<file path="src/mand_fix_pkg.sv">
`default_nettype none

package mand_fix_pkg;

  // Signed Q4.28 coordinate
  typedef logic signed [31:0] coord_t;

  // x*x + y*y as unsigned Q8.28
  typedef logic [35:0] mag_t;

  typedef logic [7:0]  iter_t;
  typedef logic [15:0] tag_t;

  localparam int FRAC_BITS = 28;
  localparam int LANE_LAT  = 2;    // Cycles from lane input to lane output

  localparam iter_t MAX_ITER   = 8'd255;
  localparam mag_t  ESCAPE_MAG = 36'd4 << FRAC_BITS;  // 4.0

endpackage

`default_nettype wire

</file>
<file path="src/mand_im_lane.sv">
`default_nettype none

module mand_im_lane (
  input  wire                       clk_i,
  input  wire                       rst_i,
  input  wire                       valid_i,
  input  wire mand_fix_pkg::coord_t x_i,
  input  wire mand_fix_pkg::coord_t y_i,
  input  wire mand_fix_pkg::coord_t x0_i,
  input  wire mand_fix_pkg::coord_t y0_i,
  input  wire mand_fix_pkg::iter_t  count_i,
  input  wire mand_fix_pkg::tag_t   tag_i,
  output logic                      valid_o,
  output mand_fix_pkg::coord_t      y_next_o,
  output mand_fix_pkg::coord_t      x0_o,
  output mand_fix_pkg::coord_t      y0_o,
  output mand_fix_pkg::iter_t       count_o,
  output mand_fix_pkg::tag_t        tag_o
);
  import mand_fix_pkg::*;

  logic               v1_q;
  logic signed [63:0] xy_q;
  coord_t             x0_q;
  coord_t             y0_q;
  iter_t              count_q;
  tag_t               tag_q;
  coord_t             xy_fix;

  assign xy_fix = xy_q[FRAC_BITS+31:FRAC_BITS];

  always_ff @(posedge clk_i or posedge rst_i)
  begin
    if (rst_i)
    begin
      v1_q    <= 1'b0;
      valid_o <= 1'b0;
    end
    else
    begin
      v1_q    <= valid_i;
      valid_o <= v1_q;
    end
  end

  always_ff @(posedge clk_i)
  begin
    if (valid_i)
    begin
      xy_q    <= x_i * y_i;
      x0_q    <= x0_i;
      y0_q    <= y0_i;
      count_q <= count_i;
      tag_q   <= tag_i;
    end
    if (v1_q)
    begin
      y_next_o <= (xy_fix <<< 1) + y0_q;  // 2xy + y0, wraps
      x0_o     <= x0_q;
      y0_o     <= y0_q;
      count_o  <= count_q;
      tag_o    <= tag_q;
    end
  end

endmodule

`default_nettype wire

</file>
<file path="config.mk">
export PLATFORM = sky130hd
export DESIGN_NAME = mand_im_lane
export DESIGN_NICKNAME = d
export VERILOG_FILES = /design/src/mand_fix_pkg.sv /design/src/mand_im_lane.sv
export SDC_FILE = /design/constraint.sdc
export NUM_CORES = 2
export LEC_CHECK = 0
export ABC_AREA = 1
export BUFFER_PORTS_ARGS = -buffer_cell sky130_fd_sc_hd__buf_2
export CAP_MARGIN = 20
export CORE_ASPECT_RATIO = 0.7
export CORE_MARGIN = 1.5
export CORE_UTILIZATION = 55
export DETAILED_ROUTE_END_ITERATION = 12
export GPL_TIMING_DRIVEN = 0
export PLACE_DENSITY = 0.78
export SLEW_MARGIN = 30
export SYNTH_ARGS = -nofsm -noshare
export SYNTH_HDL_FRONTEND = slang
export SYNTH_SLANG_ARGS = --single-unit
</file>
<file path="constraint.sdc">
create_clock -name clk_i -period 5.3 [get_ports clk_i]
set_input_delay 0.795 -clock clk_i [delete_from_list [all_inputs] [get_ports clk_i]]
set_output_delay 0.795 -clock clk_i [all_outputs]
set_load 0.03 [all_outputs]
</file>
== Yosys cells after proc, flatten, opt, wreduce, memory -nomap -nowiden ==
Index checks and enable logic that the tools add are counted.

* Input port bits: 155
* Output and inout bits: 121
* Register bits after elaboration: 269

* $mul: 1
* Add/subtract/negate cells: 1

{| class="wikitable"
|+ Operator list
! cell !! number
|-
| 32-bit by 32-bit multiplier with 59-bit output || 1
|-
| 32-bit adder || 1
|}

== Depth between registers and ports, before layout ==
* Depth after elaboration: 1
* Gate-level depth with buffers: 34
* Mapped depth without buffers: 32

== Worst setup path before layout ==
No wires, ideal clock.

* Path type: input-to-reg
* From: in x_i[31]
* To: reg xy_q[57] (data pin)
* Path slack: -2.616 ns
* Stages: 28
* Required time: 5.048 ns
* Path buffers: 2
* Setup time: 0.252 ns
* Arrival time: 7.664 ns
* Path through: clkbuf_1 > clkbuf_1 > nand2_1 > inv_1 > fa_1 > fa_1 > inv_1 > fa_1 > inv_1 > fa_1 > inv_1 > fa_1 > inv_1 > fa_1 > inv_1 > fa_1 > inv_1 > fa_1 > ha_1 > nand2_1 > nor2_1 > inv_1 > nor2_1 > inv_1 > nor4_1 > nand2_1 > nand3_1 > nand2_1

* Longest elaborated chain between the ends: 1

{| class="wikitable"
|+ Ends and longest elaborated chain
! what !! line !! text
|-
| from (decl) || mand_im_lane.sv:7 || <nowiki>input wire mand_fix_pkg::coord_t x_i,</nowiki>
|-
| 32-bit by 32-bit multiplier with 59-bit output || mand_im_lane.sv:50 || <nowiki>xy_q <= x_i * y_i;</nowiki>
|-
| to (signal assigned) || mand_im_lane.sv:50 ||
|-
| to (decl) || mand_im_lane.sv:23 || <nowiki>logic signed [63:0] xy_q;</nowiki>
|}

Every way passes these cells.
A chain may end at the register's enable or synchronous reset.

== Final worst setup path ==
* From: in x_i[31]
* To: reg xy_q[49] (data pin)

The elaborated chain is that of the path after synthesis.

==> impl_metrics.tcl <==
set metrics [dict create \
    finalCritPeriodShare_pct 136 \
    synth_edf_count 238 \
    portBuffers 273 \
    max-slew-margin-rel_pct 46.0 \
    synthMuxAreaShare_pct 0 \
    hold_class "input port to async pin" \
    grt_remaining_overflow 0 \
    crit_top_cell "fa_2" \
    yosys.area.top_type "fa_1" \
    yosys.area_share.xor_xnor_pct 0.776 \
    area_delta_synth_final_pct 23.8 \
    drive_gt1_share_pct 22.5 \
    rows 87 \
    fin_ws_ps -1890 \
    place.gp.congestion 1.07 \
    dieArea_um2 83800 \
    num_io_pins 276 \
    placed_cell_area_um2 48800 \
    synth_top_area_share_pct 45.4 \
    clockBufferDepth 3 \
    root_buffer "clkbuf_16" \
    dpl.cell_count 6579 \
    netlist_instances 5233 \
    drt_iter0_drc 4740 \
    clock-sinks 240 \
    maxCapViolations 0 \
    tightest_slew_ps 807 \
    synthDistinctLibCells 35 \
    dr_total_vias 38500 \
    outcome "finished with violations" \
    cp_slowest_cell "fa_2" \
    final_util_pct 69.1 \
    synth_seq_cells 240 \
    avgSynthCellArea_um2 8.63 \
    slew_viol_final 0 \
    stdcell_count 6813 \
    synth_top_family_by_area "adder cells" \
    grt_pass1_wl_um 267000 \
    hold_viol 0 \
    htreeDepth 1 \
    initial_core_util_pct 55.8 \
    rsz0062_at_grt "true" \
    async_reset_ff_share_pct 0.833 \
    grtUsageTotal_pct 45.1 \
    crit_fanout 6 \
    cp_slowest_stage_delay_ps 680 \
    clkLatencyLatePin_ps 510 \
    layout.nets 7113 \
    arrival_ps 7440 \
    finalSetupViolations 31 \
    synth_nets 6616 \
    fp.dieW_um 345 \
    fin_crit_ps 7190 \
    fin_worst_skew_ps 36.3 \
    dpl.hpwl_um 150000 \
    synthSimpleGateAreaFrac_pct 15.2 \
    synthesis.area_um2 45100 \
    synth_compound_area_share_pct 2.31 \
    drc 0 \
    synth_ff_type "edfxtp_1" \
    critPathLaunchType "input port" \
    violations "negative setup slack" \
    wl_per_cell_um 27.5 \
    grt_antenna_before_repair 9 \
    core_um2 80900 \
    timing.fmax_mhz 139 \
    grt_max_degree 85 \
    rrSetupSlack_ps 2110 \
    firstDrtPassIters 6 \
    ant_nets 0 \
    cts_buffers 17 \
    grt_pass1_vias 39700 \
    yosysSeqAreaShare_pct 15.9 \
    cts.reportedPaths.clkPinSlew_ps 90 \
    synth_area_leaders "fa_1 (45%), edfxtp_1 (16%), inv_1 (13%)" \
    vias_per_cell 5.66 \
    holdBufCountCts 0 \
    crit_required_ps 5550 \
    dp_slack_ps -3880 \
    finalWirelength_um 187000 \
    yosys.area_share.adder_pct 51.1 \
    dieHeight_um 243 \
    fin_area_um2 55900 \
    crit_type "input port to flip-flop" \
    end_kind "flip-flop" \
    yosys_warnings 0 \
    cts_tree "built" \
]
[synthesized netlist by cell type (4+ instances only)]
| master | number |
|---|---|
| clkbuf_1 | 185 |
| or2_2 | 8 |
| nand4_1 | 13 |
| nor2_1 | 198 |
| edfxtp_1 | 238 |
| o21ai_0 | 47 |
| nor3_1 | 16 |
| xor2_1 | 33 |
| a21o_1 | 13 |
| inv_1 | 1573 |
| nand3_1 | 85 |
| nand3b_1 | 6 |
| a21oi_1 | 104 |
| nand2_1 | 1427 |
| o21bai_1 | 10 |
| buf_1 | 8 |
| ha_1 | 204 |
| fa_1 | 1024 |
| a21boi_0 | 4 |
| xnor2_1 | 7 |
[layout make-up]
type | instances | area (um2)
buffer | 193 | 2910
multi-input combinational | 3223 | 34200
sequential | 240 | 7200
tap | 1068 | 1340
clock inverter | 10 | 108
fill | 6279 | 25000
inverter | 1576 | 5970
antenna | 6 | 15.0
timing repair buffer | 479 | 3730
clock buffer | 18 | 429
[cells in the final DEF, fill, tap and decap left out, drive strengths merged, types with 17 or more instances in the layout]
cell type / instances
nor3: 17
o21ai: 50
nand3: 86
edfxtp: 238
inv: 1572
nor2: 200
clkbuf: 164
a21oi: 104
buf: 526
ha: 204
xor2: 33
fa: 1024
nand2: 1430
[final timing paths]
path,from,to,depth (start not counted)
worst max-delay path,x_i[31],xy_q[49],28
worst min-delay path,rst_i,v1_q,2
worst max register to register,y0_q[21],y_next_o[23],8
worst min register to register,tag_q[12],tag_o[12],0
max in group asynchronous,rst_i,v1_q,2
min in group clk_i,tag_q[12],tag_o[12],0
[worst max-delay path: cells and delay by family]
family        cells  cell delay, ps
fa+ha+maj         9            4550
simple gates      9             970
buf+inv          10            1080
[layer usage]
layer  track usage (%)  up-vias  wire length, um
li1                  -    15800                -
met1              64.1    19300            73500
met2              60.9     2819            73200
met3              18.8      549            30300
met4              17.1       18             9790
met5              3.51        -              638
[sequential cells by signal, summed over array words and instances (netlist names)]
name and cells:
count_q 8, tag_o 16, y0_q 32, count_o 8, x0_q 32, y0_o 31
v1_q 1, x0_o 32, valid_o 1, tag_q 16, y_next_o 32, xy_q 31
[through the flow]
stage          hold slack [ps]  TNS (ps)
2_1_floorplan              400    -47500
3_3_place_gp               400    -96880
3_5_place_dp               405    -92000
4_1_cts                    137    -50320
5_1_grt                    128    -54670
6_report                   148    -51570
[logic make-up (layout without fill, tap and decap cells)]
kind of cell / count (synthesis) / after routing
buf+inv: 1770 / 2276
simple gates: 1764 / 1764
fa+ha+maj: 1228 / 1228
flops: 240 / 240
compound gates: 191 / 191
xor+xnor: 40 / 40
other cells: 0 / 6
[timing repair]
action                                  4_1_cts  5_1_grt
setup buffers                               131       65
cloned                                        1        5
endpoints found under the setup margin       31       31
resized for setup                           879      400
pin swaps                                   238      230
Power is not shown: default switching activity piles up to over one toggle a cycle in this logic, so the estimate is an artifact.
