==> src/mand_fix_pkg.sv <==
`default_nettype none

package mand_fix_pkg;

  // Signed Q4.28 coordinate
  typedef logic signed [31:0] coord_t;

  // x*x + y*y as unsigned Q8.28
  typedef logic [35:0] mag_t;

  typedef logic [7:0]  iter_t;
  typedef logic [15:0] tag_t;

  localparam int FRAC_BITS = 28;
  localparam int LANE_LAT  = 2;    // Cycles from lane input to lane output

  localparam iter_t MAX_ITER   = 8'd255;
  localparam mag_t  ESCAPE_MAG = 36'd4 << FRAC_BITS;  // 4.0

endpackage

`default_nettype wire

==> src/mand_step.sv <==
`default_nettype none

module mand_step (
  input  wire                       clk_i,
  input  wire                       rst_i,
  input  wire                       re_valid_i,
  input  wire                       im_valid_i,
  input  wire mand_fix_pkg::coord_t x_next_i,
  input  wire mand_fix_pkg::coord_t y_next_i,
  input  wire mand_fix_pkg::coord_t x0_i,
  input  wire mand_fix_pkg::coord_t y0_i,
  input  wire mand_fix_pkg::mag_t   mag_i,
  input  wire mand_fix_pkg::iter_t  count_i,
  input  wire mand_fix_pkg::tag_t   tag_i,
  output logic                      step_valid_o,
  output logic                      done_o,
  output mand_fix_pkg::coord_t      x0_o,
  output mand_fix_pkg::coord_t      y0_o,
  output mand_fix_pkg::coord_t      xn_o,
  output mand_fix_pkg::coord_t      yn_o,
  output mand_fix_pkg::iter_t       count_o,
  output mand_fix_pkg::tag_t        tag_o
);
  import mand_fix_pkg::*;

  logic escaped;
  logic at_limit;

  // Magnitude comes from the old z
  assign escaped  = (mag_i > ESCAPE_MAG);
  assign at_limit = (count_i == MAX_ITER);

  always_ff @(posedge clk_i or posedge rst_i)
  begin
    if (rst_i)
      step_valid_o <= 1'b0;
    else
      step_valid_o <= re_valid_i;
  end

  always_ff @(posedge clk_i)
  begin
    if (re_valid_i)
    begin
      done_o <= escaped || at_limit;
      x0_o   <= x0_i;
      y0_o   <= y0_i;
      xn_o   <= x_next_i;
      yn_o   <= y_next_i;
      tag_o  <= tag_i;
      if (escaped || at_limit)
        count_o <= count_i;  // Finished count stays
      else
        count_o <= count_i + 1'b1;
    end
  end

  // Both lanes were fed by the same issue pulse
  a_lanes_aligned: assert property (@(posedge clk_i) disable iff (rst_i)
    re_valid_i == im_valid_i);

endmodule

`default_nettype wire

==> config.mk <==
export PLATFORM = sky130hd
export DESIGN_NAME = mand_step
export DESIGN_NICKNAME = d
export VERILOG_FILES = /design/src/mand_fix_pkg.sv /design/src/mand_step.sv
export SDC_FILE = /design/constraint.sdc
export NUM_CORES = 1
export LEC_CHECK = 0
export BUFFER_PORTS_ARGS = -buffer_cell sky130_fd_sc_hd__buf_2
export CORE_AREA = 2 2 133 135
export CTS_BUF_LIST = sky130_fd_sc_hd__clkbuf_16
export CTS_CLUSTER_DIAMETER = 30
export DETAILED_ROUTE_END_ITERATION = 6
export DIE_AREA = 0 0 135 137
export GPL_TIMING_DRIVEN = 1
export SYNTH_ARGS = -nofsm -noshare
export SYNTH_HDL_FRONTEND = slang
export SYNTH_SLANG_ARGS = --single-unit
==> constraint.sdc <==
create_clock -name clk_i -period 0.8 [get_ports clk_i]
set_input_delay 0.12 -clock clk_i [delete_from_list [all_inputs] [get_ports clk_i]]
set_output_delay 0.12 -clock clk_i [all_outputs]
set_load 0.02 [all_outputs]
==> After elaboration in Yosys (flattened, before gate mapping) <==
Cells that the tools add are included.
{ "word_totals": {"reg_bits": 154, "word_cells": 13, "mem_bits_ro": 0, "inputBits": 192, "latchBits": 0, "ram_bits": 0, "memories": 0, "output_inout_bits": 154} }
{ "op_classes": {"magnitude_cmp": 1, "multipliers": 0, "n_reduce_logical": 1, "bitwise": 0, "n_addsub": 1, "muxes": 1, "eq_ne": 1, "shifts": 0, "n_div": 0} }
{ "ops": {"columns": ["operator", "count"], "rows": [
  ["$gt 36x31->1 const B", 1],
  ["$add 8x1->8 const B", 1],
  ["$eq 8x8->1 const B", 1],
  ["$mux 8", 1],
  ["$logic_or 1x1->1", 1]
]} }

==> Logic depth before layout (Yosys ltp) <==
{ "depth": {"word_depth": 3, "depth_mapped": 6, "mapped_depth_nobuf": 6} }

==> Least setup slack after synthesis <==
Ideal clock, no wire load.
{ "synth_timing": {"kind": "input-to-reg", "from": "in mag_i[33]", "to": "reg count_o[1], data pin", "path_slack_ns": -0.719, "required_time_ns": 0.540, "path_stages": 4, "t_arrival_ns": 1.259, "path_cell_list": "or4_4 > a31oi_4 > nand2_4 > mux2_4"} }
{ "synth_via": {"elab_chain_len": 3} }
{ "synth_lines": {"columns": ["item", "line", "source"], "rows": [
  ["start, declared", "mand_step.sv:12", "input wire mand_fix_pkg::mag_t mag_i,"],
  ["$gt 36x31->1", "mand_step.sv:30", "assign escaped = (mag_i > ESCAPE_MAG);"],
  ["$logic_or 1x1->1", "mand_step.sv:51", "if (escaped || at_limit)"],
  ["$mux 8", "mand_step.sv:51", null],
  ["end signal, assigned", "mand_step.sv:52", "count_o <= count_i;"],
  ["end signal, assigned", "mand_step.sv:54", "count_o <= count_i + 1'b1;"],
  ["end, declared", "mand_step.sv:21", "output mand_fix_pkg::iter_t count_o,"]
]} }
No other way between the ends.
A chain may end at the register's enable or synchronous reset.

==> Worst setup path in the final report <==
{ "layout_timing": {"from": "in mag_i[35]", "to": "reg count_o[5], data pin"} }
Same word-level chain as after synthesis.

==> impl_results.md <==
- Status: complete, but fails checks
- Failing checks: setup timing
- Iteration-0 DRC Markers: 122
- Detailed-route wire length: 16,540 microns
- Unrepaired setup endpoints after global routing: yes
- Gr usage total: 16.06%
- Largest net degree at the start of global routing: 53
- Max VDD drop: 1353 uV
- Layout cell share with drive strength beyond 1: 55.84%
- Netlist Area Pre-Place: 0.004903 sq mm
- Slowest-stage cell, CP: or4_4
- Synth warn: 0
- Register bit total from synthesis: 154
- Post-route ant nets: 0
- Port buffer count: 344
- CTS HTree Levels: 4
- Wire length per cell: 17.21 microns
- PD cells: 2183 mW/mm^2
- Total negative slack: -44.85 ns
- Area of the die: 0.01850 sq mm
- Routed vias: 4,032
- WP data arrival: 1.41 ns
- DRC viols: 0
- Avg Cell Area, Syn: 25.54 sq um
- Startpoint types: input pin
- DR pass1 iterations: 4
- Fmax: 809.1 MHz
- Type of the tightest min-delay check: in2async
- Clock tree buffer depth: 2
- Row count: 48
- Max Slew Vio Count: 0
- Vias in the first global route: 4,184
- Total clock sinks: 154
- DP Wirelength: 10,680 microns
- Final WS setup: -0.4360 ns
- GR Overflow Total: 0
- Nets@finish: 916
- Leak pwr: 4.285 nW
- Initial Utilization: 28.75%
- Mapped Cells: 192
- Die X: 135 microns
- Core Area: 0.01706 sq mm
- Placement Setup Slack: -1.010 ns
- Initial antenna violation count: 0
- Netlist cell types: 18
- Placer Congestion: 0.8360
- Fin. Hold Viols: 0
- CP Cell Sequence: buf_6, or4_4, a31oi_4, buf_4, nand3_1, xnor2_1
- Largest fanout on the critical path: 4
- First-pass GRT wire length: 21,740 microns
- Filler instances: 1,248
- CP Class: in2reg
- Ant diodes: 0
- Sequential share of the synthesized area: 94.21%
- CTS clock-pin slew for the worst setup and hold paths: 0.06 ns
- Period minus WS final: 1.236 ns
- Max-cap violations: 0
- Period utilization: 154.5%
- CTS tree: done
- Relative slew margins: 79.45%
- Syn_nets: 385
- Critical Path Max Stage Delay: 0.53 ns
- CTS Buf Count: 17
- Die height: 137 microns
- CTS Root Cell: clkbuf_16
- Layout Utilization: 59.47%
- Vias per std cell: 4.196
- Req. time, crit path: 0.97 ns
- Io pins: 346
- Area growth from synthesis to layout: 106.9%
- Crit end category: flip-flop
- Final setup violation count: 165
- Worst-Margin Slew: 0.3082 ns
per-stage QoR:
| stage | instance area, sq um | instances | total power, mW | hold WS, ns |
|---|---|---|---|---|
| 6_report | 10140 | 961 | 22.14 | 0.08688 |
| 5_1_grt | 10140 | 961 | 22.85 | 0.07519 |
| 4_1_cts | 9641 | 959 | 21.86 | 0.05184 |
| 3_5_place_dp | 7103 | 783 | 12.19 | -0.04226 |
| 3_3_place_gp | 7103 | 783 | 12.15 | -0.04437 |
| 2_1_floorplan | 4903 | 192 | 10.81 | -0.1513 |
final cells by class:
cell class / instances / area [sq um] / area share [%]
Sequential cell: 154 / 4619 / 45.54
Clock inverter: 15 / 221.5 / 2.183
Multi-Input combinational cell: 37 / 387.9 / 3.824
Clock buffer: 17 / 425.4 / 4.194
Timing Repair Buffer: 512 / 4204 / 41.45
Tap cell: 225 / 281.5 / 2.775
Inverter: 1 / 3.754 / 0.03700
synth_stat cells:
| master | instances | share of area, % |
|---|---|---|
| dfrtp_1 | 1 | 0.51 |
| inv_1 | 1 | 0.076 |
| nand3_1 | 6 | 0.61 |
| nand4_1 | 3 | 0.38 |
| a31oi_4 | 1 | 0.43 |
| or4_4 | 1 | 0.23 |
| o22ai_2 | 1 | 0.26 |
| nor2_1 | 2 | 0.15 |
| nor4_1 | 7 | 0.89 |
| and3_1 | 2 | 0.26 |
| and2_1 | 1 | 0.13 |
| nand2_4 | 1 | 0.23 |
| edfxtp_1 | 153 | 94 |
| ha_1 | 1 | 0.26 |
| nand2_1 | 2 | 0.15 |
| mux2_4 | 1 | 0.31 |
| nor4b_1 | 1 | 0.18 |
| xnor2_1 | 7 | 1.3 |
where the power goes:
part           leakage (nW)  switching (mW)  internal, mW
logic                  2.46            1.60          1.90
registers              1.51           0.296          9.60
clock network         0.317            3.20          5.55
state kept, by name, summed over array words and instances (netlist names):
register and flops:
count_o 8, done_o 1, step_valid_o 1, tag_o 16
x0_o 32, xn_o 32, y0_o 32, yn_o 32
critical path, delay by kind of cell:
kind | cells | cell delay, ns
AO/OA/AOI/OAI | 1 | 0.24
AND/OR/NAND/NOR | 2 | 0.63
XOR/XNOR | 1 | 0.14
buffers and inverters | 2 | 0.27
placed cells by master (no fill, tap or decap), drive strengths merged:
cell / Yosys / routed
buf: 0 / 366
edfxtp: 153 / 153
dlygate4sd3: 0 / 146
clkbuf: 0 / 17
xnor2: 7 / 7
nor4: 7 / 7
inv: 1 / 7
nand3: 6 / 6
bufinv: 0 / 5
nand4: 3 / 3
nand2: 3 / 3
and3: 2 / 2
clkinvlp: 0 / 2
nor2: 2 / 2
clkinv: 0 / 2
or4: 1 / 1
a31oi: 1 / 1
nor4b: 1 / 1
o22ai: 1 / 1
mux2: 1 / 1
and2: 1 / 1
ha: 1 / 1
dfrtp: 1 / 1
path summary, 6_finish.rpt:
path / start / to / slack [ns] / depth (start not counted)
max: mag_i[35] / count_o[5] / -0.44 / 6
min in group clk_i: count_i[5] / count_o[5] / 0.11 / 3
min: rst_i / step_valid_o / 0.09 / 3
max in group asynchronous: rst_i / step_valid_o / 0.62 / 3
logic make-up (layout without fill, tap and decap cells):
family	after synthesis	after routing	share of synthesized area, %
mux	1	1	0.3061
buf+inv	1	545	0.07648
simple gates	26	26	3.215
xor+xnor	7	7	1.250
fa+ha+maj	1	1	0.2551
compound gates	2	2	0.6889
flops	154	154	94.21
routing by layer:
metal	GRT usage [%]	part of all wire [%]	vias up
met2	30.37	56	221
met3	4.778	6.9	36
met5	0	0	-
li1	-	-	1845
met1	15.63	34	1930
met4	8.681	3.2	0
what timing repair did:
| item | CTS | global route |
|---|---|---|
| hold endpoints to repair | 147 | 2 |
| pin swaps | 8 | 8 |
| hold buffers | 146 | 1 |
| setup endpoints to repair | 163 | 165 |
| cloned | 0 | 0 |
| resized for setup | 131 | 144 |
| setup buffers | 0 | 2 |
Note: power is estimated with default switching activity, not from simulation.
