==> src/mand_fix_pkg.sv <==
`default_nettype none

package mand_fix_pkg;

  // Signed Q4.28 coordinate
  typedef logic signed [31:0] coord_t;

  // x*x + y*y as unsigned Q8.28
  typedef logic [35:0] mag_t;

  typedef logic [7:0]  iter_t;
  typedef logic [15:0] tag_t;

  localparam int FRAC_BITS = 28;
  localparam int LANE_LAT  = 2;    // Cycles from lane input to lane output

  localparam iter_t MAX_ITER   = 8'd255;
  localparam mag_t  ESCAPE_MAG = 36'd4 << FRAC_BITS;  // 4.0

endpackage

`default_nettype wire

==> src/mand_bus_pkg.sv <==
`default_nettype none

package mand_bus_pkg;

  typedef logic [2:0]  adr_t;
  typedef logic [31:0] data_t;
  typedef logic [4:0]  fill_t;

  // Register map
  localparam adr_t ADR_X0      = 3'd0;
  localparam adr_t ADR_Y0      = 3'd1;
  localparam adr_t ADR_TAG     = 3'd2;
  localparam adr_t ADR_RES_TAG = 3'd3;
  localparam adr_t ADR_RES_CNT = 3'd4;
  localparam adr_t ADR_CMD     = 3'd7;

  localparam int CMD_PUSH  = 0;   // Bit index in a command write
  localparam int JOB_DEPTH = 16;

  // Job record is x0, y0, xn, yn, count, tag
  localparam int job_w = 4 * $bits(mand_fix_pkg::coord_t) + $bits(mand_fix_pkg::iter_t)
                         + $bits(mand_fix_pkg::tag_t);
  // Result record is tag, count
  localparam int res_w = $bits(mand_fix_pkg::tag_t) + $bits(mand_fix_pkg::iter_t);

endpackage

`default_nettype wire

==> src/mand_fifo.sv <==
`default_nettype none

module mand_fifo #(
  parameter int WIDTH = 8,
  parameter int DEPTH = 16
) (
  input  wire                 clk_i,
  input  wire                 rst_i,
  input  wire                 wr_i,
  input  wire                 rd_i,
  input  wire [WIDTH-1:0]     data_i,
  output logic [WIDTH-1:0]    q_o,
  output logic                empty_o,
  output mand_bus_pkg::fill_t used_o
);
  import mand_bus_pkg::*;

  localparam int AW = $clog2(DEPTH);

  logic [WIDTH-1:0] mem [DEPTH];
  logic [AW-1:0]    wr_ptr;
  logic [AW-1:0]    rd_ptr;
  fill_t            count;

  assign q_o     = mem[rd_ptr];   // Head is visible without a read
  assign empty_o = (count == '0);
  assign used_o  = count;

  always_ff @(posedge clk_i)
  begin
    if (wr_i)
      mem[wr_ptr] <= data_i;
  end

  always_ff @(posedge clk_i or posedge rst_i)
  begin
    if (rst_i)
    begin
      wr_ptr <= '0;
      rd_ptr <= '0;
      count  <= '0;
    end
    else
    begin
      if (wr_i)
        wr_ptr <= wr_ptr + 1'b1;
      if (rd_i)
        rd_ptr <= rd_ptr + 1'b1;
      if (wr_i && !rd_i)
        count <= count + 1'b1;
      else if (rd_i && !wr_i)
        count <= count - 1'b1;
    end
  end

  a_no_overflow: assert property (@(posedge clk_i) disable iff (rst_i) wr_i |-> count != DEPTH);
  a_no_underflow: assert property (@(posedge clk_i) disable iff (rst_i) rd_i |-> !empty_o);

endmodule

`default_nettype wire

==> config.mk <==
export PLATFORM = sky130hd
export DESIGN_NAME = mand_fifo
export DESIGN_NICKNAME = d
export VERILOG_FILES = /design/src/mand_fix_pkg.sv /design/src/mand_bus_pkg.sv /design/src/mand_fifo.sv
export SDC_FILE = /design/constraint.sdc
export NUM_CORES = 1
export LEC_CHECK = 0
export ABC_CLOCK_PERIOD_IN_PS = 2000
export BUFFER_PORTS_ARGS = -buffer_cell sky130_fd_sc_hd__buf_2
export CORE_ASPECT_RATIO = 1.2
export CORE_MARGIN = 8
export CORE_UTILIZATION = 42
export DETAILED_ROUTE_END_ITERATION = 12
export MAX_ROUTING_LAYER = met4
export PLACE_DENSITY = 0.64
export RECOVER_POWER = 100
export SLEW_MARGIN = 10
export SYNTH_ARGS = -nofsm -noshare
export SYNTH_HDL_FRONTEND = slang
export SYNTH_SLANG_ARGS = --single-unit
==> constraint.sdc <==
create_clock -name clk_i -period 2 [get_ports clk_i]
set_input_delay 0.3 -clock clk_i [delete_from_list [all_inputs] [get_ports clk_i]]
set_output_delay 0.3 -clock clk_i [all_outputs]
set_load 0.01 [all_outputs]
# Yosys cells after proc, flatten, opt, wreduce, memory -nomap -nowiden
# Memories as Yosys holds them, arrays and structs flattened.
# Index checks and enable logic that the tools add are counted.
dict set report word_totals {
  ff_bits 13
  mem_bits_rw 128
  in_bits 12
  out_inout_bits 14
  wordCells 18
  mem_count 1
}
# memory words width read_ports rd_clocked_by_memory_dff write_ports line_no
set mem_list {}
lappend mem_list {mem 16 8 1 0 1 mand_fifo.sv:20} ;# logic [WIDTH-1:0] mem [DEPTH];
dict set report classes {
  addsub 4
  n_mux 4
  reduce_logical 6
}
# operator n
set ops {}
lappend ops {{$mux 5} 2}
lappend ops {{$add 4x1->4 const B} 2}
lappend ops {{$add 5x1->5 const B} 1}
lappend ops {{$logic_not 5->1} 1}
lappend ops {{$sub 5x1->5 const B} 1}
lappend ops {{$logic_and 1x1->1} 2}
lappend ops {{$logic_not 1->1} 2}
lappend ops {{$mux 1} 2}
lappend ops {{$reduce_bool 2->1} 1}

# Logic depth before layout (Yosys ltp)
dict set report logic_depth {
  depth_word 4
  depth_mapped 8
  ltp_nobuf 8
}

# Worst setup path after synthesis
# Ideal clock, no wire load.
dict set report synth_timing {
  path_kind {input -> register}
  startpoint {input rd_i}
  endpoint {register count[4], in the netlist used_o[4]}
  setup_time_ps 126
  t_arrival_ps 1918
  required_ps 1874
  path_slack_ps -44
  cell_stages 8
  n_path_buf 0
  cell_sequence {inv_1 -> ha_1 -> inv_1 -> fa_1 -> a21o_1 -> a2111oi_0 -> a31oi_1 -> a221o_1}
}
dict set report synth_via {
  elab_chain_cells 3
  elab_cells_between_ends 5
  classes_between {mux (1); reduce/logical (4)}
}
# element line_no
set synth_rtl {}
lappend synth_rtl {{start: declaration} mand_fifo.sv:10} ;# input wire rd_i,
lappend synth_rtl {{$logic_not 1->1} mand_fifo.sv:49} ;# if (wr_i && !rd_i)
lappend synth_rtl {{$logic_and 1x1->1} mand_fifo.sv:49}
lappend synth_rtl {{$mux 5 or $reduce_bool 2->1 (tied branches)} n/a}
lappend synth_rtl {{end signal: assignment} mand_fifo.sv:50} ;# count <= count + 1'b1;
lappend synth_rtl {{end signal: assignment} mand_fifo.sv:52} ;# count <= count - 1'b1;
lappend synth_rtl {{end: declaration} mand_fifo.sv:23} ;# fill_t count;
# Several ways; a longest one is shown, not always the timed one.
# A chain may end at the register's enable or synchronous reset.

# Worst setup path in the final report
dict set report layout_timing {
  startpoint {register rd_ptr[0]}
  endpoint {output q_o[5]}
}
dict set report layout_via {
  elab_chain_cells 1
}
# element line_no
set layout_rtl {}
lappend layout_rtl {{start: declaration} mand_fifo.sv:22} ;# logic [AW-1:0] rd_ptr;
lappend layout_rtl {{start signal: assignment} mand_fifo.sv:48} ;# rd_ptr <= rd_ptr + 1'b1;
lappend layout_rtl {{$mem_v2 16x8} n/a}
lappend layout_rtl {{end: declaration} mand_fifo.sv:12} ;# output logic [WIDTH-1:0] q_o,
# Every way passes these cells.

==> qor.yml <==
status: "complete, but fails checks"
violations: "negative setup slack"
critPathSlowestCell: "mux4_2"
antenna_found_initial: 0
place_ws_ns: -0.1198
maxCapViolations: 0
synth_edf_count: 128
fillers: 1080
most-common-layout-cells: "edfxtp_1 (128), mux4_2 (29), buf_4 (20)"
fin_crit_ns: 2.406
clkTransAtPathRegs_ns: 0.06
reg2reg_depth: 5
leakage_uw: 0.002399
hp-start: "rd_i"
hold_end: "rd_ptr[0]"
hold_depth: 3
num_vias: 2841
fp.dieH_um: 144.1
drc: 0
syn_avg_cell_area_um2: 20.21
finalWorstSetupSlack_ns: -0.4055
cpPeakStageDelay_ns: 0.51
grt_pass1_vias: 3102
final_nets: 368
p_int_uw: 7389
ir_worst_vdd_mv: 0.8642
port_buffers: 25
ant_nets: 0
relSlewSlack_pct: 54.53
p_sw_uw: 3101
multiInputGateArea_um2: 1484
drt_wl_total_um: 11430
root_buffer: "clkbuf_16"
crit_path_max_fanout: 5
cp_cell_sequence: "buf_12 > buf_4 > mux4_2 > a22oi_2 > nand2_1 > buf_2"
drt_iter0_drc: 318
first_pass_iters: 4
yosys_register_bits: 141
synth_nets: 306
synth_area_um2: 5741
worst_slew_pin_slew_ns: 0.6820
clk-insertion-delay-late_ns: 0.41
swShare_pct: 29.56
cts_num_sinks: 141
powerDensity_nw_per_um2: 1514
start_util_pct: 42.26
core_um2: 13580
htreeDepth: 4
clock_skew_ns: 0.008175
grt_overflow: 0
synthFlopType: "edfxtp_1"
fmax_mhz: 415.7
required_ns: 1.70
grt_usage_pct: 14.08
r2r_start: "used_o[1]"
cts_tree: "built"
rsz0062_at_grt: "true"
whs_ns: 0.2150
vias_per_cell: 5.360
wl_per_cell_um: 21.56
diodes: 0
hold_violations: 0
synth_cells: 284
power.share.combinational_pct: 33.6
ys_seq_area_share_pct: 72.62
dp_hpwl_um: 7250
critPathLaunchType: "flip-flop"
die_x_um: 122.7
critPathArrivalTime_ns: 2.11
async_reset_ff_share_pct: 9.220
syn_to_final_growth_pct: 20.68
finalSetupViolations: 8
fp-row-count: 47
yosysWarnings: 0
synth_cell_type_count: 36
tns_ns: -3.089
die_area_um2: 17680
crit_type: "flip-flop to primary output"
final_common_cell: "edfxtp_1"
setup.worst_path.end_class: "primary output"
drive_gt1_share_pct: 34.54
power.share.clock_pct: 29.5
final_max_slew_viol_count: 0
timing.rr.end: "used_o[4]"
cts_buffers: 17
seqCellArea_um2: 4172
rrSetupSlack_ns: 0.12
pwr-share-seq_pct: 37.0
holdCritPathClass: "input pin to flip-flop"
grt_pass1_wl_um: 17570
fin_crit_sh_pct: 120.3
clock_path_buffers: 2
routabilityCongestion: 0.7148
grt_max_degree: 36
finalPower_uw: 10490
num_io_pins: 26
[synth_stat cells (4+ instances only)]
library cell  instances  area share, %
nor2_1                4           0.26
xnor2_1               6           0.92
inv_1                 5           0.33
and2_1               17            1.9
mux4_1               13            6.0
a22oi_1              16            2.1
edfxtp_1            128             67
mux4_2               19            7.5
ha_1                  9            2.0
dfrtp_1              13            5.7
nand2_1              14           0.92
[metal layers]
metal	share of wire, %	global-route usage [%]	wire [µm]
met1	43	16.63	4904
met2	52	22.81	5981
met3	3.4	3.242	388
met4	1.3	5.913	154
met5	0	-	0
[critical path, delay by kind of cell (launching register included)]
kind	cells	cell delay, ns
DFF	1	0.49
AOI/OAI and AO/OA	1	0.16
muxes	1	0.51
and+or+nand+nor	1	0.09
buffers and inverters	3	0.44
[per-stage QoR]
step	utilization [%]	area, µm²	cells
after floorplan	-	5744	284
after global placement	45.45	6175	489
after detailed placement	45.45	6175	489
after CTS	49.95	6785	523
after global routing	51.00	6928	530
final	51.00	6928	530
[cells by family after synthesis]
group                    after synthesis  share of synthesized area [%]
AO/OA/AOI/OAI                         27                          3.400
buffers and inverters                 18                          2.289
multiplexers                          34                          13.80
adder cells (fa/ha/maj)               10                          2.310
AND/OR/NAND/NOR                       45                          4.207
flip-flops                           141                          72.62
XOR/XNOR                               9                          1.373
[sequential cells by signal (all words and copies together) (netlist names)]
name    count
rd_ptr      4
wr_ptr      4
mem       128
used_o      5
[cell type report]
cell class / instances / area share [%]
Clock buffer: 19 / 6.249
Sequential cell: 141 / 60.21
Tap cell: 171 / 3.088
Inverter: 5 / 0.2709
Clock inverter: 13 / 2.149
Multi-Input combinational cell: 125 / 21.42
Timing Repair Buffer: 56 / 6.610
[power groups by stage]
stage	registers, µW	clock network [µW]	logic (µW)
4_1_cts	3850	3130	3100
2_1_floorplan	3860	0	2010
3_5_place_dp	3900	0	3040
6_report	3880	3090	3520
5_1_grt	3920	3280	3840
3_3_place_gp	3880	0	2980
[worst max path at each step]
stage | endpoint | cells past startpoint | start
floorplan | used_o[4] | 8 | rd_i
global placement | used_o[4] | 9 | rd_i
detailed placement | used_o[4] | 9 | rd_i
CTS | q_o[2] | 6 | rd_ptr[0]
global route | q_o[1] | 6 | rd_ptr[0]
finish | q_o[5] | 6 | rd_ptr[0]
[what timing repair did]
item	4_1_cts	5_1_grt
resized for setup	4	34
endpoints found under the hold margin	13	0
pin swaps	0	14
hold buffers	1	0
buffers inserted	1	5
setup endpoints to repair	8	9
gates cloned	0	2
No activity file was read; power rests on OpenSTA's default activity.
