File: src/mand_fix_pkg.sv
`default_nettype none

package mand_fix_pkg;

  // Signed Q4.28 coordinate
  typedef logic signed [31:0] coord_t;

  // x*x + y*y as unsigned Q8.28
  typedef logic [35:0] mag_t;

  typedef logic [7:0]  iter_t;
  typedef logic [15:0] tag_t;

  localparam int FRAC_BITS = 28;
  localparam int LANE_LAT  = 2;    // Cycles from lane input to lane output

  localparam iter_t MAX_ITER   = 8'd255;
  localparam mag_t  ESCAPE_MAG = 36'd4 << FRAC_BITS;  // 4.0

endpackage

`default_nettype wire

File: src/mand_bus_pkg.sv
`default_nettype none

package mand_bus_pkg;

  typedef logic [2:0]  adr_t;
  typedef logic [31:0] data_t;
  typedef logic [4:0]  fill_t;

  // Register map
  localparam adr_t ADR_X0      = 3'd0;
  localparam adr_t ADR_Y0      = 3'd1;
  localparam adr_t ADR_TAG     = 3'd2;
  localparam adr_t ADR_RES_TAG = 3'd3;
  localparam adr_t ADR_RES_CNT = 3'd4;
  localparam adr_t ADR_CMD     = 3'd7;

  localparam int CMD_PUSH  = 0;   // Bit index in a command write
  localparam int JOB_DEPTH = 16;

  // Job record is x0, y0, xn, yn, count, tag
  localparam int job_w = 4 * $bits(mand_fix_pkg::coord_t) + $bits(mand_fix_pkg::iter_t)
                         + $bits(mand_fix_pkg::tag_t);
  // Result record is tag, count
  localparam int res_w = $bits(mand_fix_pkg::tag_t) + $bits(mand_fix_pkg::iter_t);

endpackage

`default_nettype wire

File: src/mand_ctrl.sv
`default_nettype none

module mand_ctrl (
  input  wire                             clk_i,
  input  wire                             rst_i,
  input  wire                             cyc_i,
  input  wire                             stb_i,
  input  wire                             we_i,
  input  wire mand_bus_pkg::adr_t         adr_i,
  input  wire mand_bus_pkg::data_t        dat_i,
  output mand_bus_pkg::data_t             dat_o,
  output logic                            ack_o,
  output logic                            job_wr_o,
  output logic [mand_bus_pkg::job_w-1:0]  job_data_o,
  output logic                            job_rd_o,
  input  wire [mand_bus_pkg::job_w-1:0]   job_q_i,
  input  wire                             job_empty_i,
  output logic                            issue_valid_o,
  output mand_fix_pkg::coord_t            issue_x_o,
  output mand_fix_pkg::coord_t            issue_y_o,
  output mand_fix_pkg::coord_t            issue_x0_o,
  output mand_fix_pkg::coord_t            issue_y0_o,
  output mand_fix_pkg::iter_t             issue_count_o,
  output mand_fix_pkg::tag_t              issue_tag_o,
  output logic                            loop_rd_o,
  input  wire [mand_bus_pkg::job_w:0]     loop_q_i,
  input  wire                             loop_empty_i,
  output logic                            res_wr_o,
  output logic [mand_bus_pkg::res_w-1:0]  res_data_o,
  output logic                            res_rd_o,
  input  wire [mand_bus_pkg::res_w-1:0]   res_q_i,
  input  wire                             res_empty_i,
  input  wire mand_bus_pkg::fill_t        res_used_i
);
  import mand_fix_pkg::*;
  import mand_bus_pkg::*;

  typedef enum logic [1:0] {ST_IDLE, ST_ACCESS, ST_WAIT_PUSH, ST_DONE} bus_state_t;

  bus_state_t state;
  bus_state_t state_next;
  coord_t     x0_q;
  coord_t     y0_q;
  tag_t       tag_q;
  tag_t       res_tag_q;
  iter_t      res_cnt_q;
  fill_t      jobs_q;        // Accepted and not yet popped
  data_t      rd_data;
  logic       is_cmd;
  logic       recirc;
  logic       push_ok;
  logic       do_pop;
  logic       loop_done;
  coord_t     loop_x0;
  coord_t     loop_y0;
  coord_t     loop_xn;
  coord_t     loop_yn;
  iter_t      loop_count;
  tag_t       loop_tag;

  // Head of the job FIFO goes straight to both lanes
  assign {issue_x0_o, issue_y0_o, issue_x_o, issue_y_o, issue_count_o, issue_tag_o} = job_q_i;
  assign issue_valid_o = !job_empty_i;
  assign job_rd_o      = !job_empty_i;

  assign {loop_done, loop_x0, loop_y0, loop_xn, loop_yn, loop_count, loop_tag} = loop_q_i;
  assign loop_rd_o  = !loop_empty_i;
  assign recirc     = !loop_empty_i && !loop_done;
  assign res_wr_o   = !loop_empty_i && loop_done;
  assign res_data_o = {loop_tag, loop_count};

  // Recirculation wins the job FIFO write port
  assign push_ok  = (state == ST_WAIT_PUSH) && !recirc && (jobs_q != JOB_DEPTH);
  assign job_wr_o = recirc || push_ok;
  always_comb
  begin
    if (recirc)
      job_data_o = {loop_x0, loop_y0, loop_xn, loop_yn, loop_count, loop_tag};
    else
      job_data_o = {x0_q, y0_q, coord_t'(0), coord_t'(0), iter_t'(0), tag_q};
  end

  assign is_cmd   = (adr_i == ADR_CMD);
  assign do_pop   = (state == ST_ACCESS) && we_i && is_cmd && !dat_i[CMD_PUSH] && !res_empty_i;
  assign res_rd_o = do_pop;
  assign ack_o    = (state == ST_DONE);

  always_comb
  begin
    case (adr_i)
      ADR_X0:      rd_data = x0_q;
      ADR_Y0:      rd_data = y0_q;
      ADR_TAG:     rd_data = data_t'(tag_q);
      ADR_RES_TAG: rd_data = data_t'(res_tag_q);
      ADR_RES_CNT: rd_data = data_t'(res_cnt_q);
      ADR_CMD:     rd_data = data_t'(res_used_i);  // Results waiting
      default:     rd_data = '0;
    endcase
  end

  always_comb
  begin
    state_next = state;
    case (state)
      ST_IDLE:
        if (cyc_i && stb_i)
          state_next = ST_ACCESS;
      ST_ACCESS:
        if (we_i && is_cmd && dat_i[CMD_PUSH])
          state_next = ST_WAIT_PUSH;
        else
          state_next = ST_DONE;
      ST_WAIT_PUSH:
        if (push_ok)
          state_next = ST_DONE;
      default:
        state_next = ST_IDLE;
    endcase
  end

  always_ff @(posedge clk_i or posedge rst_i)
  begin
    if (rst_i)
    begin
      state     <= ST_IDLE;
      x0_q      <= '0;
      y0_q      <= '0;
      tag_q     <= '0;
      res_tag_q <= '0;
      res_cnt_q <= '0;
      jobs_q    <= '0;
      dat_o     <= '0;
    end
    else
    begin
      state <= state_next;
      if (state == ST_ACCESS && we_i)
      begin
        case (adr_i)
          ADR_X0:  x0_q  <= dat_i;
          ADR_Y0:  y0_q  <= dat_i;
          ADR_TAG: tag_q <= dat_i[$bits(tag_t)-1:0];
          default: ;
        endcase
      end
      else if (state == ST_ACCESS)
        dat_o <= rd_data;
      if (do_pop)
      begin
        res_tag_q <= res_q_i[res_w-1:$bits(iter_t)];
        res_cnt_q <= res_q_i[$bits(iter_t)-1:0];
      end
      if (push_ok)
        jobs_q <= jobs_q + 1'b1;
      else if (do_pop)
        jobs_q <= jobs_q - 1'b1;
    end
  end

  a_ack_single: assert property (@(posedge clk_i) disable iff (rst_i) ack_o |=> !ack_o);

endmodule

`default_nettype wire

File: config.mk
export PLATFORM = sky130hd
export DESIGN_NAME = mand_ctrl
export DESIGN_NICKNAME = d
export VERILOG_FILES = /design/src/mand_fix_pkg.sv /design/src/mand_bus_pkg.sv /design/src/mand_ctrl.sv
export SDC_FILE = /design/constraint.sdc
export NUM_CORES = 1
export LEC_CHECK = 0
export BUFFER_PORTS_ARGS = -buffer_cell sky130_fd_sc_hd__buf_2
export CORE_AREA = 2 2 289 291
export CTS_BUF_LIST = sky130_fd_sc_hd__clkbuf_8
export DETAILED_ROUTE_END_ITERATION = 6
export DIE_AREA = 0 0 291 293
export PLACE_DENSITY = 0.39
export SLEW_MARGIN = 20
export SYNTH_ARGS = -nofsm -noshare
export SYNTH_HDL_FRONTEND = slang
export SYNTH_SLANG_ARGS = --single-unit
File: constraint.sdc
create_clock -name clk_i -period 5.5 [get_ports clk_i]
set_input_delay 0.275 -clock clk_i [delete_from_list [all_inputs] [get_ports clk_i]]
set_output_delay 0.275 -clock clk_i [all_outputs]
set_load 0.005 [all_outputs]
Word level (Yosys, flattened, before mapping)
Cells that the tools add are included.
{"block": "word_totals", "ff_bits": 143, "input_bits": 377, "output_inout_bits": 367, "wordCells": 56}
{"block": "classes", "n_addsub": 2, "n_eq_ne": 11, "n_mux": 8, "bitwise": 1, "reduce_logical": 26}
{"operator": "$pmux 32 s6", "n": 1}
{"operator": "$mux 152", "n": 1}
{"operator": "$logic_and 1x1->1", "n": 11}
{"operator": "$mux 5", "n": 2}
{"operator": "$reduce_and 2->1", "n": 5}
{"operator": "$eq 3x2->1 const B", "n": 2}
{"operator": "$eq 3x3->1 const B", "n": 2}
{"operator": "$logic_not 1->1", "n": 6}
{"operator": "$pmux 2 s3", "n": 1}
{"operator": "$add 5x1->5 const B", "n": 1}
{"operator": "$ne 5x5->1 const B", "n": 1}
{"operator": "$sub 5x1->5 const B", "n": 1}
{"operator": "$eq 2x2->1 const B", "n": 2}
{"operator": "$mux 2", "n": 2}
{"operator": "$ne 2x2->1 const B", "n": 2}
{"operator": "$eq 3x1->1 const B", "n": 1}
{"operator": "$logic_not 3->1", "n": 1}
{"operator": "$eq 2x1->1 const B", "n": 1}
{"operator": "$logic_not 2->1", "n": 1}
{"operator": "$reduce_bool 2->1", "n": 1}
{"operator": "$logic_or 1x1->1", "n": 1}
{"operator": "$mux 1", "n": 1}
{"operator": "$not 1->1", "n": 1}

Longest topological paths before layout
{"block": "depth", "word_depth": 7, "depth_mapped": 8, "ltp_nobuf": 8}

Least setup slack after synthesis
OpenSTA, ideal clock, no wires.
{"block": "synth_path", "path_kind": "register to register", "from": "register jobs_q[1]", "to": "register jobs_q[3]", "setup_time_ns": 0.125, "arrival_time_ns": 2.148, "setup_slack_ns": 3.227, "path_stages_with_launch": 8, "period_less_slack_ns": 2.273, "path_cell_list": "dfrtp_1 or4b_4 o211ai_4 ha_1 a21o_1 a21oi_1 xnor2_1 mux2_4"}
{"block": "synth_between", "elab_chain_len": 3, "word_cells_on_any_way": 7, "cone_classes": "2 x add/sub; 1 x eq/ne; 2 x mux; 2 x reduce/logical"}
{"item": "start, declared", "line_no": "mand_ctrl.sv:47", "rtl": "fill_t jobs_q;"}
{"item": "start signal, assigned", "line_no": "mand_ctrl.sv:154", "rtl": "jobs_q <= jobs_q + 1'b1;"}
{"item": "start signal, assigned", "line_no": "mand_ctrl.sv:156", "rtl": "jobs_q <= jobs_q - 1'b1;"}
{"item": "$sub 5x1->5 or $ne 5x5->1 (tied branches)", "line_no": "mand_ctrl.sv:156, mand_ctrl.sv:73"}
{"item": "$mux 5 or $logic_and 1x1->1 (tied branches)", "line_no": "mand_ctrl.sv:155, mand_ctrl.sv:73"}
{"item": "$mux 5 or $reduce_bool 2->1 (tied branches)"}
Several ways; a longest one is shown, not always the timed one. The select of a mux whose other input is x is not followed.
A chain may end at the register's enable or synchronous reset.

Final worst setup path
{"block": "layout_path", "from": "register state[1]", "to": "register dat_o[31]"}
{"block": "layout_between", "elab_chain_len": 4}
{"item": "start, declared", "line_no": "mand_ctrl.sv:40", "rtl": "bus_state_t state;"}
{"item": "start signal, assigned", "line_no": "mand_ctrl.sv:136", "rtl": "state <= state_next;"}
{"item": "$eq 2x1->1 (*)", "line_no": "mand_ctrl.sv:137, mand_ctrl.sv:146"}
{"item": "$logic_and 1x1->1", "line_no": "mand_ctrl.sv:137", "rtl": "if (state == ST_ACCESS && we_i)"}
{"item": "$not 1->1 (no line)"}
{"item": "$reduce_and 2->1 (no line) (*)"}
{"item": "end signal, assigned", "line_no": "mand_ctrl.sv:147", "rtl": "dat_o <= rd_data;"}
{"item": "end, declared", "line_no": "mand_ctrl.sv:11", "rtl": "output mand_bus_pkg::data_t dat_o,"}
Every way passes the cells marked *; elsewhere a longest branch is shown, timed or not.

==> results.yml <==
placement:
  post-dp-hpwl_um: 55450
  place_area_mm2: 0.01122
  place_ws_ns: 2.667
  gp_congestion: 0.7476
  port_buffers: 439
critical_path:
  critPathLaunchType: "register"
  rrSetupSlack_ns: 2.87
  rr_endpoint: "dat_o[31]"
  crit_start: "state[1]"
  r2r_cells: 5
  cp.required_ns: 5.92
  critical_path_arrival_ns: 3.05
  end_kind: "register"
  r2r-start: "state[1]"
  worstSetupPathType: "reg2reg"
  crit_fanout: 37
global_route:
  antenna_found_initial: 62
  grtUsageTotal_pct: 14.40
  grt_first_pass_wirelength_um: 79780
  met1_usage_pct: 14.10
  grt_overflow: 0
  met3_usage_pct: 12.45
  grt_max_degree: 152
  use_met2_pct: 22.95
  grt_pass1_vias: 7846
  grt-busiest-layer: "met2"
power_and_ir_drop:
  switching_share_pct: 36.61
  p_total_mw: 4.697
  p_per_area_mw_per_mm2: 384.5
  switchingPower_mw: 1.719
  ir_drop_v: 0.0001535
  p_leak_nw: 5.987
  internal_power_mw: 2.977
  pwr-share-comb_pct: 39.3
  seqPwrFrac_pct: 40.3
  clock_power_share_pct: 20.5
worst_hold_path:
  holdCritPathClass: "in2reg"
  min_from: "dat_i[15]"
  hold_depth: 2
  holdPathEnd: "y0_q[15]"
logic_synthesis:
  synth_ff_type: "dfrtp_1"
  synth_fa_ha_area_share_pct: 1.178
  seq_area_frac_synth_pct: 39.19
  yosys.area_share.simple_pct: 9.044
  synthCells: 806
  syn_nets: 1191
  ys_types: 46
  synthMuxAreaShare_pct: 28.47
  synth_area_mm2: 0.009131
  avgSynthCellArea_um2: 11.33
  synth_top_family_by_area: "multiplexers"
  ys_ff_latch: 143
  synth_warnings: 0
  async_flop_share_pct: 100.0
  synth-xor-area-share_pct: 0.4796
  synth_edf_count: 0
  synth_compound_area_share_pct: 4.357
finish:
  postLayoutCellArea_mm2: 0.01221
  syn_to_final_growth_pct: 33.76
  nFillCells: 9300
  final_common_cell: "buf_2"
  drive_gt1_share_pct: 61.99
  layout_common_cells: "buf_2, mux2_2, dfrtp_1, and2_1, dlygate4sd3_1"
  nets: 1490
clock_tree:
  numCtsBuffers: 17
  cts_buffer_depth: 2
  tritoncts: "done"
  cts.repair.resized: 0
  clock_latency_ns: 0.52
  clkSlewWorstSetupHoldPaths_ns: 0.10
  cts_setup_buffers: 0
  cts_root_buf: "clkbuf_8"
  htreeDepth: 4
  clock_sinks: 143
floorplanning:
  die_h_um: 293
  initial_core_util_pct: 11.16
  die_w_um: 291
  die_area_mm2: 0.08526
  num_io_pins: 744
  rows: 105
  core_area_mm2: 0.08185
sta:
  min_period_over_period_pct: 47.81
  timing_hold_violations_final: 0
  slew_violations: 0
  tightest_slew_ns: 1.081
  setup_violations: 0
  fmax_mhz: 380.3
  finClkSkew_ns: 0.01829
  slew_headroom_pct: 27.95
  fin_ws_ns: 2.871
  rsz0062_at_grt: "no"
  tns_ns: 0
  finalCriticalPeriod_ns: 2.629
run:
  cap_viol_max_count: 0
drt:
  avgRoutedWirePerCell_um: 28.71
  vias: 7466
  drt-total-wl_um: 63080
  drt_iter0_drc: 249
  ant_nets: 0
  via_per_inst: 3.398
  first_pass_iters: 4
  drcViolationCount: 0
outcome:
  status: "finished clean"
[critical path, cell delays in order, from the launching register on]
cell and delay [ns]:
dfrtp_1 0.42, inv_1 0.09, ha_1 0.27, nand2b_2 0.57, or3_1 0.89, o21ai_0 0.28
[Yosys cell counts (2+ instances only)]
master    instances  area [um2]
clkbuf_1         15       56.30
a22oi_1           3       22.52
and3_1            8       50.05
nand2_1          26       97.59
a21oi_1           9       45.04
and2_1           72       450.4
xnor2_1           2       17.52
o21ai_0          26       130.1
nand3_1           5       25.02
mux2_2          189        2128
and3b_1           3       26.28
mux2_4            3       45.04
inv_1             7       26.28
xor2_1            3       26.28
nor2_1            5       18.77
a22o_1           13       113.9
ha_1              7       87.58
mux2i_1          19       190.2
mux4_2           10       225.2
buf_4           180        1351
nor3b_1           5       37.54
o211ai_1          5       37.54
buf_2            26       130.1
dfrtp_1         143        3578
[per-stage QoR]
| stage | utilization (%) | hold slack (ns) | instances |
|---|---|---|---|
| global route | 14.90 | 0.01418 | 2191 |
| CTS | 14.90 | 0.004439 | 2188 |
| floorplan | - | 0.4067 | 806 |
| global placement | 13.71 | 0.2795 | 2102 |
| detailed placement | 13.71 | 0.2809 | 2102 |
| finish | 14.92 | 0.05510 | 2197 |
[timing repair]
item,4_1_cts,5_1_grt
hold buffers,54,0
hold endpoints to repair,126,0
endpoints found under the setup margin,0,0
[layout make-up]
| type | instances | area [um2] | share of cell area, % |
|---|---|---|---|
| clock buffer | 17 | 234.0 | 1.916 |
| timing repair buffer | 502 | 2820 | 23.09 |
| tap | 1070 | 1339 | 10.96 |
| sequential | 143 | 3578 | 29.30 |
| clock inverter | 15 | 198.9 | 1.629 |
| inverter | 7 | 31.28 | 0.2561 |
| multi-input combinational | 434 | 3990 | 32.67 |
| antenna | 9 | 22.52 | 0.1844 |
[layer usage]
metal,wire length (um),share of wire (%)
met5,233,0.37
met4,1243,2.0
met3,11460,18
met2,28470,45
met1,21670,34
[logic make-up (layout without fill, tap and decap cells)]
kind of cell,after synthesis,count (layout)
AOI/OAI and AO/OA,61,61
and+or+nand+nor,138,138
buffers and inverters,229,541
muxes,222,222
DFF,143,143
adders and majority gates,8,8
other,0,9
xor gates and xnor gates,5,5
[power by group through the flow]
stage / clock, mW / combinational, mW / sequential (mW)
floorplan: 0 / 1.17 / 1.73
global placement: 0 / 1.83 / 1.92
detailed placement: 0 / 1.85 / 1.93
CTS: 1.01 / 1.89 / 1.91
global route: 1.05 / 2.04 / 1.96
finish: 0.961 / 1.84 / 1.89
[sequential cells by signal, indices dropped and copies added (netlist names)]
register   count
dat_o         32
x0_q          32
y0_q          32
res_tag_q     16
tag_q         16
res_cnt_q      8
jobs_q         5
state          2
[how the worst max path moves through the flow]
stage | cells past startpoint | slack, ns | to
global placement | 6 | 2.78 | x0_q[9]
finish | 5 | 2.87 | dat_o[31]
CTS | 5 | 2.75 | dat_o[30]
floorplan | 1 | 1.39 | dat_o[0]
global route | 5 | 2.60 | dat_o[28]
detailed placement | 6 | 2.67 | x0_q[9]
Power figures use the tool's default switching activity.
